File: src/intexp_consts.svh
/*
 * Constants for the interrupt and exception handler.
 * Include this file in any block that needs an IDT vector address or the
 * recovery sequence length.
 */
`ifndef INTEXP_CONSTS_SVH
`define INTEXP_CONSTS_SVH

// ##################################################
// IDT vector addresses
// ##################################################
`define INTEXP_VEC_INT  32'h0000_2010
`define INTEXP_VEC_PROT 32'h0000_2068
`define INTEXP_VEC_PAGE 32'h0000_2070

// Longest recovery microsequence, in ROM steps
`define INTEXP_SEQ_STEPS 4

`endif

File: src/pipe_pkg.sv
/*
 * Pipeline state as the interrupt handler sees it.
 * Covers stage valid bits, cache fault flags and CS:EIP far pointers.
 */
package pipe_pkg;

  typedef logic [31:0] eip_t;
  typedef logic [15:0] cs_t;
  typedef logic [31:0] idt_addr_t;

  // Segment selector in the upper 16 bits, offset in the lower 32
  typedef struct packed {
    cs_t  cs;
    eip_t eip;
  } far_ptr_t;

  // One valid bit per pipeline stage, decode through writeback
  typedef struct packed {
    logic de;
    logic ag;
    logic ro;
    logic ex;
    logic wb;
  } pipe_valid_t;

  // Data-cache flags come from the operand read stage
  typedef struct packed {
    logic dc_prot;
    logic dc_page;
    logic ic_prot;
    logic ic_page;
  } fault_t;

endpackage

File: src/intexp_pkg.sv
/*
 * Types private to the interrupt and exception handler.
 * Holds the FSM state encoding and the microsequence address pieces.
 */
package intexp_pkg;

  // ##################################################
  // Handler FSM
  // ##################################################
  typedef enum logic [2:0] {
    IDLE       = 3'd0,
    DRAIN      = 3'd1,
    EXC_SEQ    = 3'd2,
    IRET_DRAIN = 3'd3,
    IRET_SEQ   = 3'd4,
    CLEAR      = 3'd5
  } intexp_state_t;

  // ##################################################
  // Microsequence addressing
  // ##################################################

  // Selects which half of the recovery ROM is in use
  typedef enum logic {
    SEQ_EXC  = 1'b0,
    SEQ_IRET = 1'b1
  } seq_sel_t;

  typedef logic [1:0] rseq_step_t;

  // Selector in the top bit, step count below it
  typedef logic [2:0] rseq_addr_t;

endpackage

File: src/intexp_fsm.sv
/*
 * Control FSM of the interrupt and exception handler.
 * Orders event detection, pipeline drain, the recovery microsequence and
 * the final clear pulse, for both events and IRET.
 */
`timescale 1ns/100ps

module intexp_fsm (
  input  logic                  clk,
  input  logic                  reset,
  input  logic                  int_req,
  input  logic                  ic_exp,
  input  logic                  dc_exp,
  input  logic                  iret_op,
  input  pipe_pkg::pipe_valid_t pipe_valid,
  input  logic                  fifo_not_empty,
  input  logic                  ld_ro,
  input  logic                  end_bit,
  input  logic                  seq_last,
  output logic                  capture,
  output logic                  step,
  output logic                  seq_clear,
  output intexp_pkg::seq_sel_t  seq_sel,
  output logic                  rseq_mux_sel,
  output logic                  block_ic_ren,
  output logic                  int_clear
);
  import intexp_pkg::*;

  intexp_state_t state;
  intexp_state_t state_nxt;
  logic          event_req;
  logic          pipe_busy;
  logic          in_seq;
  logic          seq_done;

  assign event_req = int_req | ic_exp | dc_exp;

  // Anything still in flight keeps the handler waiting
  assign pipe_busy = pipe_valid.de | pipe_valid.ag | pipe_valid.ro |
                     pipe_valid.ex | pipe_valid.wb | fifo_not_empty;

  assign in_seq   = (state == EXC_SEQ) || (state == IRET_SEQ);
  assign seq_done = ld_ro & (end_bit | seq_last);

  // ##################################################
  // State register and next state
  // ##################################################
  always_ff @(posedge clk) begin
    if (reset) begin
      state <= IDLE;
    end else begin
      state <= state_nxt;
    end
  end

  always_comb begin
    state_nxt = state;
    case (state)
      IDLE: begin
        // Events win over an IRET seen in the same cycle
        if (event_req) begin
          state_nxt = DRAIN;
        end else if (iret_op) begin
          state_nxt = IRET_DRAIN;
        end
      end
      DRAIN: begin
        if (!pipe_busy) begin
          state_nxt = EXC_SEQ;
        end
      end
      IRET_DRAIN: begin
        if (!pipe_busy) begin
          state_nxt = IRET_SEQ;
        end
      end
      EXC_SEQ, IRET_SEQ: begin
        if (seq_done) begin
          state_nxt = CLEAR;
        end
      end
      default: begin
        state_nxt = IDLE;
      end
    endcase
  end

  // ##################################################
  // Output decode
  // ##################################################

  // Only capture and step look at the inputs directly
  assign capture = (state == IDLE) & event_req;
  assign step    = in_seq & ld_ro;

  assign seq_clear    = ~in_seq;
  assign seq_sel      = ((state == IRET_DRAIN) || (state == IRET_SEQ)) ? SEQ_IRET : SEQ_EXC;
  assign rseq_mux_sel = in_seq;
  assign block_ic_ren = (state != IDLE);
  assign int_clear    = (state == CLEAR);

endmodule

File: src/rseq_counter.sv
/*
 * Step counter for the recovery microsequence.
 * Builds the ROM address from the sequence selector and the step count.
 */
`timescale 1ns/100ps
`include "intexp_consts.svh"

module rseq_counter (
  input  logic                   clk,
  input  logic                   reset,
  input  logic                   step,
  input  logic                   seq_clear,
  input  intexp_pkg::seq_sel_t   seq_sel,
  output intexp_pkg::rseq_addr_t rseq_addr,
  output logic                   seq_last
);
  import intexp_pkg::*;

  rseq_step_t count;

  // Holds on the last step so a sequence without an end bit cannot wrap
  always_ff @(posedge clk) begin
    if (reset || seq_clear) begin
      count <= '0;
    end else if (step && !seq_last) begin
      count <= count + rseq_step_t'(1);
    end
  end

  assign seq_last = (count == rseq_step_t'(`INTEXP_SEQ_STEPS - 1));

  assign rseq_addr = {seq_sel, count};

endmodule

File: src/fault_capture.sv
/*
 * Vector and return pointer capture for interrupts and exceptions.
 * Picks the IDT address by fault priority and the CS:EIP of the stage that
 * took the event, then holds both from one capture to the next.
 */
`timescale 1ns/100ps
`include "intexp_consts.svh"

module fault_capture (
  input  logic                clk,
  input  logic                reset,
  input  logic                capture,
  input  pipe_pkg::fault_t    fault,
  input  logic                dc_exp,
  input  pipe_pkg::far_ptr_t  cur_ptr,
  input  pipe_pkg::far_ptr_t  ro_ptr,
  output pipe_pkg::idt_addr_t idt_addr,
  output pipe_pkg::far_ptr_t  saved_ptr
);
  import pipe_pkg::*;

  idt_addr_t vec_sel;
  far_ptr_t  ptr_sel;

  // ##################################################
  // Vector priority
  // ##################################################

  // Data faults are older in program order than fetch faults
  always_comb begin
    if (fault.dc_prot) begin
      vec_sel = `INTEXP_VEC_PROT;
    end else if (fault.dc_page) begin
      vec_sel = `INTEXP_VEC_PAGE;
    end else if (fault.ic_prot) begin
      vec_sel = `INTEXP_VEC_PROT;
    end else if (fault.ic_page) begin
      vec_sel = `INTEXP_VEC_PAGE;
    end else begin
      vec_sel = `INTEXP_VEC_INT;
    end
  end

  // A data fault returns to the instruction in operand read
  assign ptr_sel = dc_exp ? ro_ptr : cur_ptr;

  always_ff @(posedge clk) begin
    if (reset) begin
      idt_addr  <= '0;
      saved_ptr <= '0;
    end else if (capture) begin
      idt_addr  <= vec_sel;
      saved_ptr <= ptr_sel;
    end
  end

endmodule

File: src/intexp.sv
/*
 * Interrupt and exception handler top level.
 * Joins the control FSM, the microsequence step counter and the
 * vector and pointer capture.
 */
`timescale 1ns/100ps

module intexp (
  input  logic                   clk,
  input  logic                   reset,
  input  logic                   int_req,
  input  logic                   ic_exp,
  input  logic                   dc_exp,
  input  logic                   iret_op,
  input  pipe_pkg::pipe_valid_t  pipe_valid,
  input  logic                   fifo_not_empty,
  input  logic                   ld_ro,
  input  logic                   end_bit,
  input  pipe_pkg::fault_t       fault,
  input  pipe_pkg::far_ptr_t     cur_ptr,
  input  pipe_pkg::far_ptr_t     ro_ptr,
  output pipe_pkg::idt_addr_t    idt_addr,
  output pipe_pkg::far_ptr_t     saved_ptr,
  output intexp_pkg::rseq_addr_t rseq_addr,
  output logic                   rseq_mux_sel,
  output logic                   block_ic_ren,
  output logic                   int_clear
);
  import intexp_pkg::*;

  logic     capture;
  logic     step;
  logic     seq_clear;
  logic     seq_last;
  seq_sel_t seq_sel;

  intexp_fsm u_fsm (
    .clk            (clk),
    .reset          (reset),
    .int_req        (int_req),
    .ic_exp         (ic_exp),
    .dc_exp         (dc_exp),
    .iret_op        (iret_op),
    .pipe_valid     (pipe_valid),
    .fifo_not_empty (fifo_not_empty),
    .ld_ro          (ld_ro),
    .end_bit        (end_bit),
    .seq_last       (seq_last),
    .capture        (capture),
    .step           (step),
    .seq_clear      (seq_clear),
    .seq_sel        (seq_sel),
    .rseq_mux_sel   (rseq_mux_sel),
    .block_ic_ren   (block_ic_ren),
    .int_clear      (int_clear)
  );

  rseq_counter u_rseq_counter (
    .clk       (clk),
    .reset     (reset),
    .step      (step),
    .seq_clear (seq_clear),
    .seq_sel   (seq_sel),
    .rseq_addr (rseq_addr),
    .seq_last  (seq_last)
  );

  fault_capture u_fault_capture (
    .clk       (clk),
    .reset     (reset),
    .capture   (capture),
    .fault     (fault),
    .dc_exp    (dc_exp),
    .cur_ptr   (cur_ptr),
    .ro_ptr    (ro_ptr),
    .idt_addr  (idt_addr),
    .saved_ptr (saved_ptr)
  );

endmodule

File: config.mk
export PLATFORM = sky130hd
export DESIGN_NAME = intexp
export DESIGN_NICKNAME = d
export VERILOG_FILES = /design/src/pipe_pkg.sv /design/src/intexp_pkg.sv /design/src/intexp_fsm.sv /design/src/rseq_counter.sv /design/src/fault_capture.sv /design/src/intexp.sv
export VERILOG_INCLUDE_DIRS = /design/src
export SDC_FILE = /design/constraint.sdc
export NUM_CORES = 1
export LEC_CHECK = 0
export ABC_CLOCK_PERIOD_IN_PS = 3700
export BUFFER_PORTS_ARGS = -buffer_cell sky130_fd_sc_hd__buf_4
export CAP_MARGIN = 20
export CORE_MARGIN = 3
export CORE_UTILIZATION = 30
export CTS_CLUSTER_DIAMETER = 200
export DETAILED_ROUTE_END_ITERATION = 6
export HOLD_SLACK_MARGIN = 0.03
export SETUP_SLACK_MARGIN = 0.15
export SYNTH_ARGS = -nofsm -noshare
export SYNTH_HDL_FRONTEND = slang
export SYNTH_SLANG_ARGS = --single-unit
File: constraint.sdc
create_clock -name clk -period 3.7 [get_ports clk]
set_input_delay 0.185 -clock clk [delete_from_list [all_inputs] [get_ports clk]]
set_output_delay 0.185 -clock clk [all_outputs]
set_load 0.03 [all_outputs]
-- After elaboration in Yosys (flattened, before gate mapping)
Cells that the tools add are included.
- add/sub/neg operators: 1
- multiply operators: 0
- divide/modulo/power cells: 0
- order comparisons: 0
- equality and inequality tests: 10
- shift-type cells: 0
- mux-type cells: 12
- bitwise gates (word level): 12
- reduce and logical (&&, ||, !) cells: 9
- operator list (cell ; number):
    32-bit two-way mux ; 3
    48-bit two-way mux ; 1
    3-bit two-way mux ; 5
    3-bit case mux with 4 select lines ; 1
    1-bit OR ; 8
    7-bit two-way mux ; 1
    3-bit by 2-bit equality test with 1-bit output, second input constant ; 2
    3-bit equality test, second input constant ; 2
    2-bit inequality test, second input constant ; 2
    4-bit AND reduction ; 1
    1-bit AND ; 3
    3-bit by 1-bit equality test with 1-bit output, second input constant ; 1
    3-bit logical NOT ; 1
    1-bit logical OR ; 3
    3-bit by 2-bit inequality test with 1-bit output, second input constant ; 1
    3-bit nonzero test ; 1
    2-bit by 1-bit adder with 2-bit output, second input constant ; 1
    2-bit equality test, second input constant ; 1
    2-bit by 1-bit inequality test with 1-bit output, second input constant ; 1
    2-bit OR reduction ; 1
    1-bit logical AND ; 1
    1-bit logical NOT ; 1
    1-bit two-way mux ; 1
    1-bit NOT ; 1
- register bits: 85
- latch bits: 0
- bits in writable memories: 0
- ROM bits: 0
- input port bits: 114
- memories kept: 0

-- Longest topological paths before layout
Gate-level depths: netlist (run 1).
- word-level depth: 7
- mapped depth: 7

-- Modules after synthesis
Synthesis (run 1) repeated with hierarchy kept, for this count alone.
- cells, all modules: 304
- area total of the unflattened synthesis: 2897.8 sq um
- modules (own cells, without submodules) (module ; instances ; cells each ; area an instance (sq um) ; sequential area each (sq um)):
    fault_capture ; 1 ; 260 ; 2492.4 ; 1041.0
    intexp_fsm ; 1 ; 35 ; 292.8 ; 60.1
    rseq_counter ; 1 ; 9 ; 112.6 ; 40.0

-- Least setup slack after synthesis (run 1)
Ideal clock, no wire load.
- path kind: register to register
- start: register u_rseq_counter.count[0]
- end: register u_fsm.state[1]
- setup time: 0.088 ns
- arrival time: 1.540 ns
- data required time: 3.612 ns
- setup slack: 2.073 ns
- stages on the path, launching flop included: 6
- path buffers: 0
- cells stage by stage: dfxtp_1 -> ha_1 -> o21a_1 -> a211o_1 -> and3_1 -> nor4_2
- word-level cells in the longest chain between the ends: 5
- RTL lines (element ; RTL line ; source):
    from (decl) ; rseq_counter.sv:19 ; rseq_step_t count;
    from (signal assigned) ; rseq_counter.sv:26 ; count <= count + rseq_step_t'(1);
    2-bit equality test ; rseq_counter.sv:30 ; assign seq_last = (count == rseq_step_t'(`INTEXP_SEQ_STEPS - 1));
    1-bit OR ; intexp_fsm.sv:44 ; assign seq_done = ld_ro & (end_bit | seq_last);
    1-bit AND ; intexp_fsm.sv:44 ;
    2-bit by 1-bit inequality test with 1-bit output (no line) ; n/a ;
    4-bit AND reduction (no line) ; n/a ;
    to (signal assigned) ; intexp_fsm.sv:53 ; state <= state_nxt;
    to (decl) ; intexp_fsm.sv:30 ; intexp_state_t state;
Every way passes these cells.
A chain may end at the register's enable or synchronous reset.

-- Worst setup path after layout (run 1)
- start: register u_fsm.state[0]
- end: register u_fault_capture.saved_ptr[47] (netlist name)
- word-level cells in the longest chain between the ends: 2
- RTL lines (element ; RTL line ; source):
    3-bit logical NOT ; intexp_fsm.sv:94 ; assign capture = (state == IDLE) & event_req;
    1-bit AND ; intexp_fsm.sv:94 ;
Every way passes these cells.

==> results_dict.tcl, run 1 <==
set metrics [dict create \
    grt_pass1_wl_um 12460 \
    cts_root_buf "clkbuf_8" \
    async_flop_share_pct 0 \
    setup_viol 0 \
    setup_ws_ns 1.509 \
    fin_tns_setup_ns 0 \
    synth_xor_xnor_area_share_pct 0.2914 \
    period_minus_slack_ns 2.191 \
    place_area_mm2 0.004228 \
    post_cts_resized 0 \
    hp-start "cur_ptr[15]" \
    postCtsSetupRepairBufs 0 \
    nNetsFinal 581 \
    io_buffers 172 \
    slew_headroom_pct 45.28 \
    power_density_mw_per_mm2 855.2 \
    drt_pass1_iterations 4 \
    layout-drive-gt1-share_pct 47.56 \
    run_status "finished, final reports clean" \
    grt_usage_pct 13.72 \
    drt_iter0_markers 74 \
    overflow 0 \
    ys_seq_area_share_pct 37.97 \
    grt_max_degree 69 \
    required_ns 3.93 \
    synth.area.top_cells "dfxtp_1, mux2i_1, a211oi_2" \
    start_util_pct 31.63 \
    syn_area_mm2 0.003005 \
    diodes 0 \
    ys_seq_elements 57 \
    cts_buffers 9 \
    p_total_mw 3.793 \
    place_congestion 0.7279 \
    vias 2639 \
    hold_viol 0 \
    p_leak_nw 2.119 \
    synth_most_common_cell "nor2_1" \
    synth_cell_types 37 \
    synth_top_area_share_pct 37.97 \
    yosys.area.top_type "dfxtp_1" \
    criticalPathCategory "flip-flop to flip-flop" \
    synth_edf_count 0 \
    syn-mean-instance-area_um2 9.790 \
    cp.arrival_ns 2.42 \
    vias_per_cell 4.398 \
    worst_pin_slew_ns 0.8208 \
    final_area_mm2 0.004436 \
    critPathLaunch "u_fsm.state[0]" \
    fp-row-count 35 \
    maxSlewViolCount 0 \
    first_global_vias 2571 \
    numClockSinks 57 \
    fp.dieW_um 106.1 \
    muxShareOfSynthArea_pct 16.65 \
    critPathLaunchType "flip-flop" \
    ios 200 \
    ys_top_cells_by_count "nor2_1, dfxtp_1, mux2i_1, buf_4, a211oi_2" \
    synthAdderAreaFrac_pct 0.4163 \
    drt_wl_total_um 7842 \
    synth_top_family_by_area "compound AO/OA/AOI/OAI gates" \
    area_growth_pct 47.59 \
    die-area_mm2 0.01126 \
    synth-compound-area-share_pct 19.65 \
    hpwl_um 5790 \
    drc_errors 0 \
    cts_hold_buf 0 \
    min_path_type "input port to flip-flop" \
    fmax_mhz 456.5 \
    r2r_start "u_fsm.state[0]" \
    clk_pin_slew_ns 0.07 \
    skew_ns 0.005151 \
    htree_levels 3 \
    yosys_warnings 0 \
    ant_nets 0 \
    grt_antenna_before_repair 0 \
    post-place-ws_ns 1.520 \
    worstPathMaxFanout 68 \
    clockBufferDepth 2 \
    ys.flop_type "dfxtp_1" \
    clkLatencyLatePin_ns 0.33 \
    end_kind "flip-flop" \
    cts_tree "yes" \
    vdd_ir_drop_max_mv 0.3838 \
    synthSimpleGateAreaFrac_pct 12.28 \
    wl_per_cell_um 13.07 \
    die_h_um 106.1 \
    core_area_mm2 0.009503 \
    syn_inst 307 \
    drv_cap 0 \
    rsz0062_at_grt "no" \
    fin_crit_sh_pct 59.20 \
]
==> layer usage <==
layer | part of all wire (%) | global-route usage [%] | vias to the layer above
met5 | 0 | 0 | -
met4 | 0.77 | 3.330 | 0
met3 | 9.7 | 6.072 | 7
met2 | 47 | 22.09 | 119
met1 | 42 | 16.82 | 1164
li1 | - | - | 1349
==> through the flow <==
| step | utilization, % | hold WS, ns | instances |
|---|---|---|---|
| after floorplan | - | 0.4187 | 333 |
| after global placement | 44.49 | 0.4658 | 584 |
| after detailed placement | 44.49 | 0.4776 | 584 |
| after CTS | 46.68 | 0.1857 | 600 |
| after global routing | 46.68 | 0.1935 | 600 |
| final | 46.68 | 0.2006 | 600 |
==> where the power goes <==
part           switching (mW)  internal (mW)  leakage (nW)
Combinational            1.33          0.799          1.54
Sequential              0.158          0.897         0.473
Clock                   0.240          0.366         0.107
Total                    1.73           2.06          2.12
==> placed cells by master, fill, tap and decap left out, types with 2 or more instances in the layout <==
master    instances
dfxtp_1          57
a211oi_2         30
nand2b_1          3
a21oi_1           2
buf_4           173
nor3_2            2
clkbuf_1          2
mux2i_1          50
nand2_1           2
nor3_1            3
and3_1            2
clkbuf_8         12
nor2_1           59
conb_1           27
inv_1             4
a211oi_1         20
==> cells by family (layout without fill, tap and decap cells) <==
group,count (synthesis),after routing
compound gates,59,59
xor+xnor,1,1
fa+ha+maj,1,1
buf+inv,57,195
flops,57,57
mux,50,50
other cells,1,27
simple gates,81,81
==> registers in the layout (all words and copies together), names as in the netlist <==
register	flops
u_fault_capture.saved_ptr	48
u_fault_capture.idt_addr	4
u_fsm.state	3
u_rseq_counter.count	2
==> layout make-up <==
| class | instances | area [um2] |
|---|---|---|
| Fill cell | 913 | 5067 |
| Multi-Input combinational cell | 219 | 1588 |
| Timing Repair Buffer | 174 | 1319 |
| Sequential cell | 57 | 1141 |
| Clock buffer | 14 | 172.7 |
| Tap cell | 129 | 161.4 |
| Clock inverter | 2 | 35.03 |
| Inverter | 5 | 18.77 |
==> critical path, cell delays in order (launching register included) <==
cell and delay [ns]:
dfxtp_1 0.37, nor3_2 0.28, inv_2 0.08, nor2_4 0.65, buf_12 0.39, nor2_1 0.08
a211oi_1 0.23
==> path summary, 6_finish.rpt <==
check / depth (start not counted) / end / slack, ns
setup / recovery: 6 / u_fault_capture.saved_ptr[47] / 1.51
setup reg to reg: 6 / u_fault_capture.saved_ptr[47] / 1.51
hold / removal: 3 / u_fault_capture.saved_ptr[15] / 0.20
hold reg to reg: 2 / u_fault_capture.idt_addr[13] / 0.49
Power figures use the tool's default switching activity.
==> run 2, diff against run 1 <==
Settings changed: ABC_CLOCK_PERIOD_IN_PS 3700 to 1870.
Clock period 3.7 ns to 1.87 ns, I/O delays scaled along.
==> run 2 against run 1 <==
Net effect: worst hold slack got worse by 0.095 ns; routed wire length increased by 0.37%; highest routed layer unchanged; clock-buffer cell count decreased by 2; cell count increased by 0.50%; non-clock buffer count increased by 4; sequential share of layout area decreased by 0.12 points; fmax increased by 39%; die area unchanged; final area increased by 0.48%; register-to-register slack got worse by 1.2 ns; critical path type unchanged.
==> results_dict.tcl, run 2 (same netlist as run 1, synthesis figures left out) <==
set metrics [dict create \
    run_status "finished, final reports clean" \
    cp.depth 5 \
    worstPathMaxFanout 6 \
    core_area_mm2 0.009503 \
    rrSetupSlack_ns 0.29 \
    p_leak_nw 2.136 \
    rsz0062_at_grt "no" \
    fin_tns_setup_ns 0 \
    overflow 0 \
    crit_end "u_fsm.state[1]" \
    fin_crit_sh_pct 84.42 \
    numClockSinks 57 \
    vias_per_cell 4.474 \
    place_congestion 0.6965 \
    wl_per_cell_um 13.05 \
    critPathLaunchType "flip-flop" \
    slew_headroom_pct 61.93 \
    clk_pin_slew_ns 0.07 \
    io_buffers 172 \
    power_density_mw_per_mm2 1670 \
    htree_levels 3 \
    cts_root_buf "clkbuf_8" \
    die-area_mm2 0.01126 \
    place_inst 588 \
    min_path_type "input port to flip-flop" \
    reg2reg_to "u_fsm.state[1]" \
    ios 200 \
    crit_family "compound AO/OA/AOI/OAI gates" \
    grt_pass1_wl_um 12210 \
    drc_errors 0 \
    drt_iter0_markers 89 \
    crit_chain "ha_1 -> o21a_1 -> a211o_1 -> and3_1 -> nor4_2" \
    first_global_vias 2583 \
    skew_ns 0.004334 \
    final_common_cell "buf_4" \
    start_util_pct 31.63 \
    crit_path_max_incr_delay_ns 0.33 \
    vias 2698 \
    criticalPathCategory "flip-flop to flip-flop" \
    fp-row-count 35 \
    slowest_stage "dfxtp_1" \
    vdd_ir_drop_max_mv 0.8397 \
    reg_top3 "u_fault_capture.saved_ptr: 48 flops, u_fault_capture.idt_addr: 4 flops, u_fsm.state: 3 flops" \
    drt_pass1_iterations 4 \
    worst_pin_slew_ns 0.5710 \
    clockBufferDepth 2 \
    maxSlewViolCount 0 \
    hpwl_um 6068 \
    fillers 929 \
    cp.buffers_inverters 0 \
    period_minus_slack_ns 1.579 \
    setup_viol 0 \
    worstRegToRegCells 5 \
    ant_nets 0 \
    cp.arrival_ns 1.83 \
    cts_tree "yes" \
    layout_common_cells "buf_4, nor2_1, dfxtp_1" \
    fp.dieW_um 106.1 \
    clkLatencyLatePin_ns 0.33 \
    diodes 0 \
    area_growth_pct 48.29 \
    fmax_mhz 633.5 \
    end_kind "flip-flop" \
    grt_usage_pct 13.51 \
    die_h_um 106.1 \
    postCtsSetupRepairBufs 0 \
    nNetsFinal 585 \
    required_ns 2.12 \
    drv_cap 0 \
    r2r_start "u_rseq_counter.count[0]" \
    grt_max_degree 61 \
    max_flop_register "u_fault_capture.saved_ptr" \
    hold_slack_ns 0.1052 \
    hold_viol 0 \
    grt_antenna_before_repair 0 \
    fin_cells 603 \
    critPathLaunch "u_rseq_counter.count[0]" \
    drt_wl_total_um 7871 \
    cts_buffers 9 \
    layout-drive-gt1-share_pct 48.31 \
    largest_reg_flops 48 \
]
run 2: per-layer routing:
layer / vias to the layer above / track usage (%) / wire length (um) / share of wire, %
met5: - / 0 / 0 / 0
met2: 125 / 22.54 / 3801 / 48
met1: 1203 / 15.39 / 3174 / 40
li1: 1359 / - / - / -
met3: 11 / 4.918 / 750 / 9.5
met4: 0 / 6.198 / 144 / 1.8
run 2: cell type report:
type | count | area, um2 | area share [%]
tap | 129 | 161.4 | 3.622
clock buffer | 12 | 165.2 | 3.706
inverter | 5 | 18.77 | 0.4211
timing repair buffer | 178 | 1361 | 30.54
multi-input combinational | 219 | 1594 | 35.77
clock inverter | 3 | 15.01 | 0.3369
sequential | 57 | 1141 | 25.60
run 2: what timing repair did:
item	4_1_cts	5_1_grt
endpoints found under the hold margin	0	0
hold buffers	0	0
setup endpoints to repair	0	9
gates resized for setup	0	1
run 2: stage by stage:
step / power (mW) / utilization, % / setup slack [ns] / instance area, um2
final: 7.442 / 46.90 / 0.2914 / 4457
after global routing: 7.984 / 46.90 / 0.1601 / 4457
after CTS: 7.552 / 46.83 / 0.2654 / 4451
after detailed placement: 6.452 / 44.94 / 0.3015 / 4270
after global placement: 6.371 / 44.94 / 0.3379 / 4270
after floorplan: 5.184 / - / 0.2426 / 3103
run 2: report_power, final:
part	switching (mW)	leakage [nW]	internal, mW	total [mW]
Clock	0.482	0.0980	0.575	1.06
Sequential	0.330	0.473	1.77	2.10
Combinational	2.63	1.57	1.65	4.28
Total	3.44	2.14	4.00	7.44
run 2: worst min-delay path by stage:
stage           startpoint                       endpoint  slack, ns  depth (start not counted)
2_1_floorplan  cur_ptr[24]  u_fault_capture.saved_ptr[24]       0.33                          2
3_3_place_gp   cur_ptr[25]  u_fault_capture.saved_ptr[25]       0.45                          3
3_5_place_dp   cur_ptr[22]  u_fault_capture.saved_ptr[22]       0.45                          3
4_1_cts        cur_ptr[24]  u_fault_capture.saved_ptr[24]        0.1                          3
5_1_grt        cur_ptr[16]  u_fault_capture.saved_ptr[16]       0.11                          3
6_report       cur_ptr[22]  u_fault_capture.saved_ptr[22]       0.11                          3
run 2: worst reg2reg max path, delay by kind of cell, from the launching register on:
kind / cells / cell delay, ns
flops: 1 / 0.33
simple gates: 2 / 0.43
fa+ha+maj: 1 / 0.21
compound gates: 2 / 0.52
==> run 3, diff against run 2 <==
Settings changed: ABC_CLOCK_PERIOD_IN_PS 1870 to 1600.
Clock period 1.87 ns to 1.6 ns, I/O delays scaled along.
==> run 3 against run 2 <==
Net effect: fmax up 9.0%; worst setup slack worse by 0.14 ns; largest power group unchanged; first-iteration DRC count down 36%; clock-buffer cell count down 1; routed wire length up 10%; sequential cell count unchanged; combinational power up 48%; via count up 2.9%; largest cell class is now non-clock buffers; global-route usage up 0.87 points; sequential power up 18%; core utilization up 4.0 points.
==> results_dict.tcl, run 3 (same netlist as run 1, synthesis figures left out) <==
set metrics [dict create \
    run_status "finished, final reports clean" \
    clk_pin_slew_ns 0.07 \
    die_h_um 106.1 \
    first_global_vias 2627 \
    slew_headroom_pct 62.86 \
    start_util_pct 31.63 \
    worst_pin_slew_ns 0.5571 \
    max_flop_register "u_fault_capture.saved_ptr" \
    core_area_mm2 0.009503 \
    p_leak_nw 2.289 \
    vdd_ir_drop_max_mv 0.7989 \
    critPathLaunchType "flip-flop" \
    largest_reg_flops 48 \
    criticalPathCategory "flip-flop to flip-flop" \
    final_common_cell "buf_4" \
    area_growth_pct 60.91 \
    worstPathMaxFanout 6 \
    reg_top3 "u_fault_capture.saved_ptr: 48 flops, u_fault_capture.idt_addr: 4 flops, u_fsm.state: 3 flops" \
    vias_per_cell 4.494 \
    drv_cap 0 \
    ant_nets 0 \
    ios 200 \
    vias 2777 \
    diodes 0 \
    fp-row-count 35 \
    slowest_stage "dfxtp_4" \
    crit_family "compound AO/OA/AOI/OAI gates" \
    drt_pass1_iterations 4 \
    min_path_type "input port to flip-flop" \
    maxSlewViolCount 0 \
    clockBufferDepth 2 \
    place_congestion 0.8014 \
    grt_pass1_wl_um 12960 \
    clkLatencyLatePin_ns 0.33 \
    fin_tns_setup_ns 0 \
    cp.arrival_ns 1.69 \
    grt_antenna_before_repair 0 \
    fin_crit_sh_pct 90.52 \
    nNetsFinal 599 \
    cts_tree "yes" \
    p_comb_share_pct 62.2 \
    setup_viol 0 \
    crit_path_max_incr_delay_ns 0.35 \
    fmax_mhz 690.4 \
    die-area_mm2 0.01126 \
    clkPwrFrac_pct 13.7 \
    swShare_pct 43.56 \
    hold_viol 0 \
    post-place-ws_ns 0.05761 \
    wl_per_cell_um 14.03 \
    drt_iter0_markers 57 \
    hpwl_um 6106 \
    end_kind "flip-flop" \
    drt_wl_total_um 8670 \
    utilization_pct 50.89 \
    overflow 0 \
    drc_errors 0 \
    setup_ws_ns 0.1516 \
    period_minus_slack_ns 1.448 \
    power_density_mw_per_mm2 2112 \
    cp.buffers_inverters 0 \
    cts_hold_buf 0 \
    intPower_mw 5.765 \
    seqPwrFrac_pct 24.1 \
    htree_levels 3 \
    required_ns 1.85 \
    power.switching_mw 4.449 \
    fp.dieW_um 106.1 \
    hold_slack_ns 0.08565 \
    layout_common_cells "buf_4, nor2_1, dfxtp_1" \
    rsz0062_at_grt "yes" \
    cts_root_buf "clkbuf_8" \
    cts_buffers 9 \
    numClockSinks 57 \
    grt_usage_pct 14.38 \
    rrSetupSlack_ns 0.15 \
    io_buffers 172 \
    grt_max_degree 38 \
    skew_ns 0.008027 \
    crit_chain "ha_4 -> o21a_1 -> a211o_4 -> or2_0 -> a41oi_1" \
    layout-drive-gt1-share_pct 52.15 \
]
## run 3: cell count changes in the layout (fill, tap and decap cells not counted), moves of 2 or more
cell / delta
clkbuf_16: +4
buf_16: +4
dfxtp_2: +2
a211oi_1: -3
buf_4: +3
clkbuf_8: -3
nand2b_4: +2
a211oi_2: +3
buf_12: +4
dfxtp_1: -5
dfxtp_4: +3
## run 3: routing by layer
metal	GRT usage, %	part of all wire (%)	up-vias
met2	23.72	49	118
met4	6.290	1.7	0
met3	4.493	8.5	13
met1	17.19	41	1257
li1	-	-	1389
met5	0	0	-
## run 3: metrics by stage
step           cells  total power, mW  cell area [um2]
2_1_floorplan    333            6.059             3120
3_3_place_gp     590            7.599             4328
3_5_place_dp     590            7.671             4328
4_1_cts          612            9.816             4679
5_1_grt          618            10.84             4836
6_report         618            10.21             4836
## run 3: what timing repair did
item	CTS	global route
pin swaps	8	4
endpoints found under the setup margin	55	56
gates cloned	3	3
gates resized for setup	2	15
setup buffers	3	3
## run 3: final cells by class
cell class	instances	area [um2]
Clock buffer	11	152.6
Clock inverter	5	52.55
Fill cell	921	4667
Inverter	5	18.77
Multi-Input combinational cell	219	1647
Sequential cell	57	1155
Tap cell	129	161.4
Timing Repair Buffer	192	1649
## run 3: worst paths after layout
check | cells after the start | startpoint | to
worst max register to register | 5 | u_rseq_counter.count[0] | u_fsm.state[2]
worst min register to register | 2 | u_fault_capture.idt_addr[13] | u_fault_capture.idt_addr[13]
worst max-delay path | 5 | u_rseq_counter.count[0] | u_fsm.state[2]
worst min-delay path | 3 | cur_ptr[15] | u_fault_capture.saved_ptr[15]
## run 3: power by group through the flow
| stage | clock network [mW] | registers, mW | logic [mW] |
|---|---|---|---|
| CTS | 1.45 | 2.44 | 5.92 |
| floorplan | 0 | 3.65 | 2.41 |
| detailed placement | 0 | 2.46 | 5.22 |
| global placement | 0 | 2.44 | 5.16 |
| finish | 1.40 | 2.47 | 6.35 |
| global route | 1.51 | 2.56 | 6.78 |
## run 3: tightest hold or removal path: cells and delay by family
family	cells	cell delay [ns]
mux	1	0.11
buf+inv	1	0.11
compound gates	1	0.08
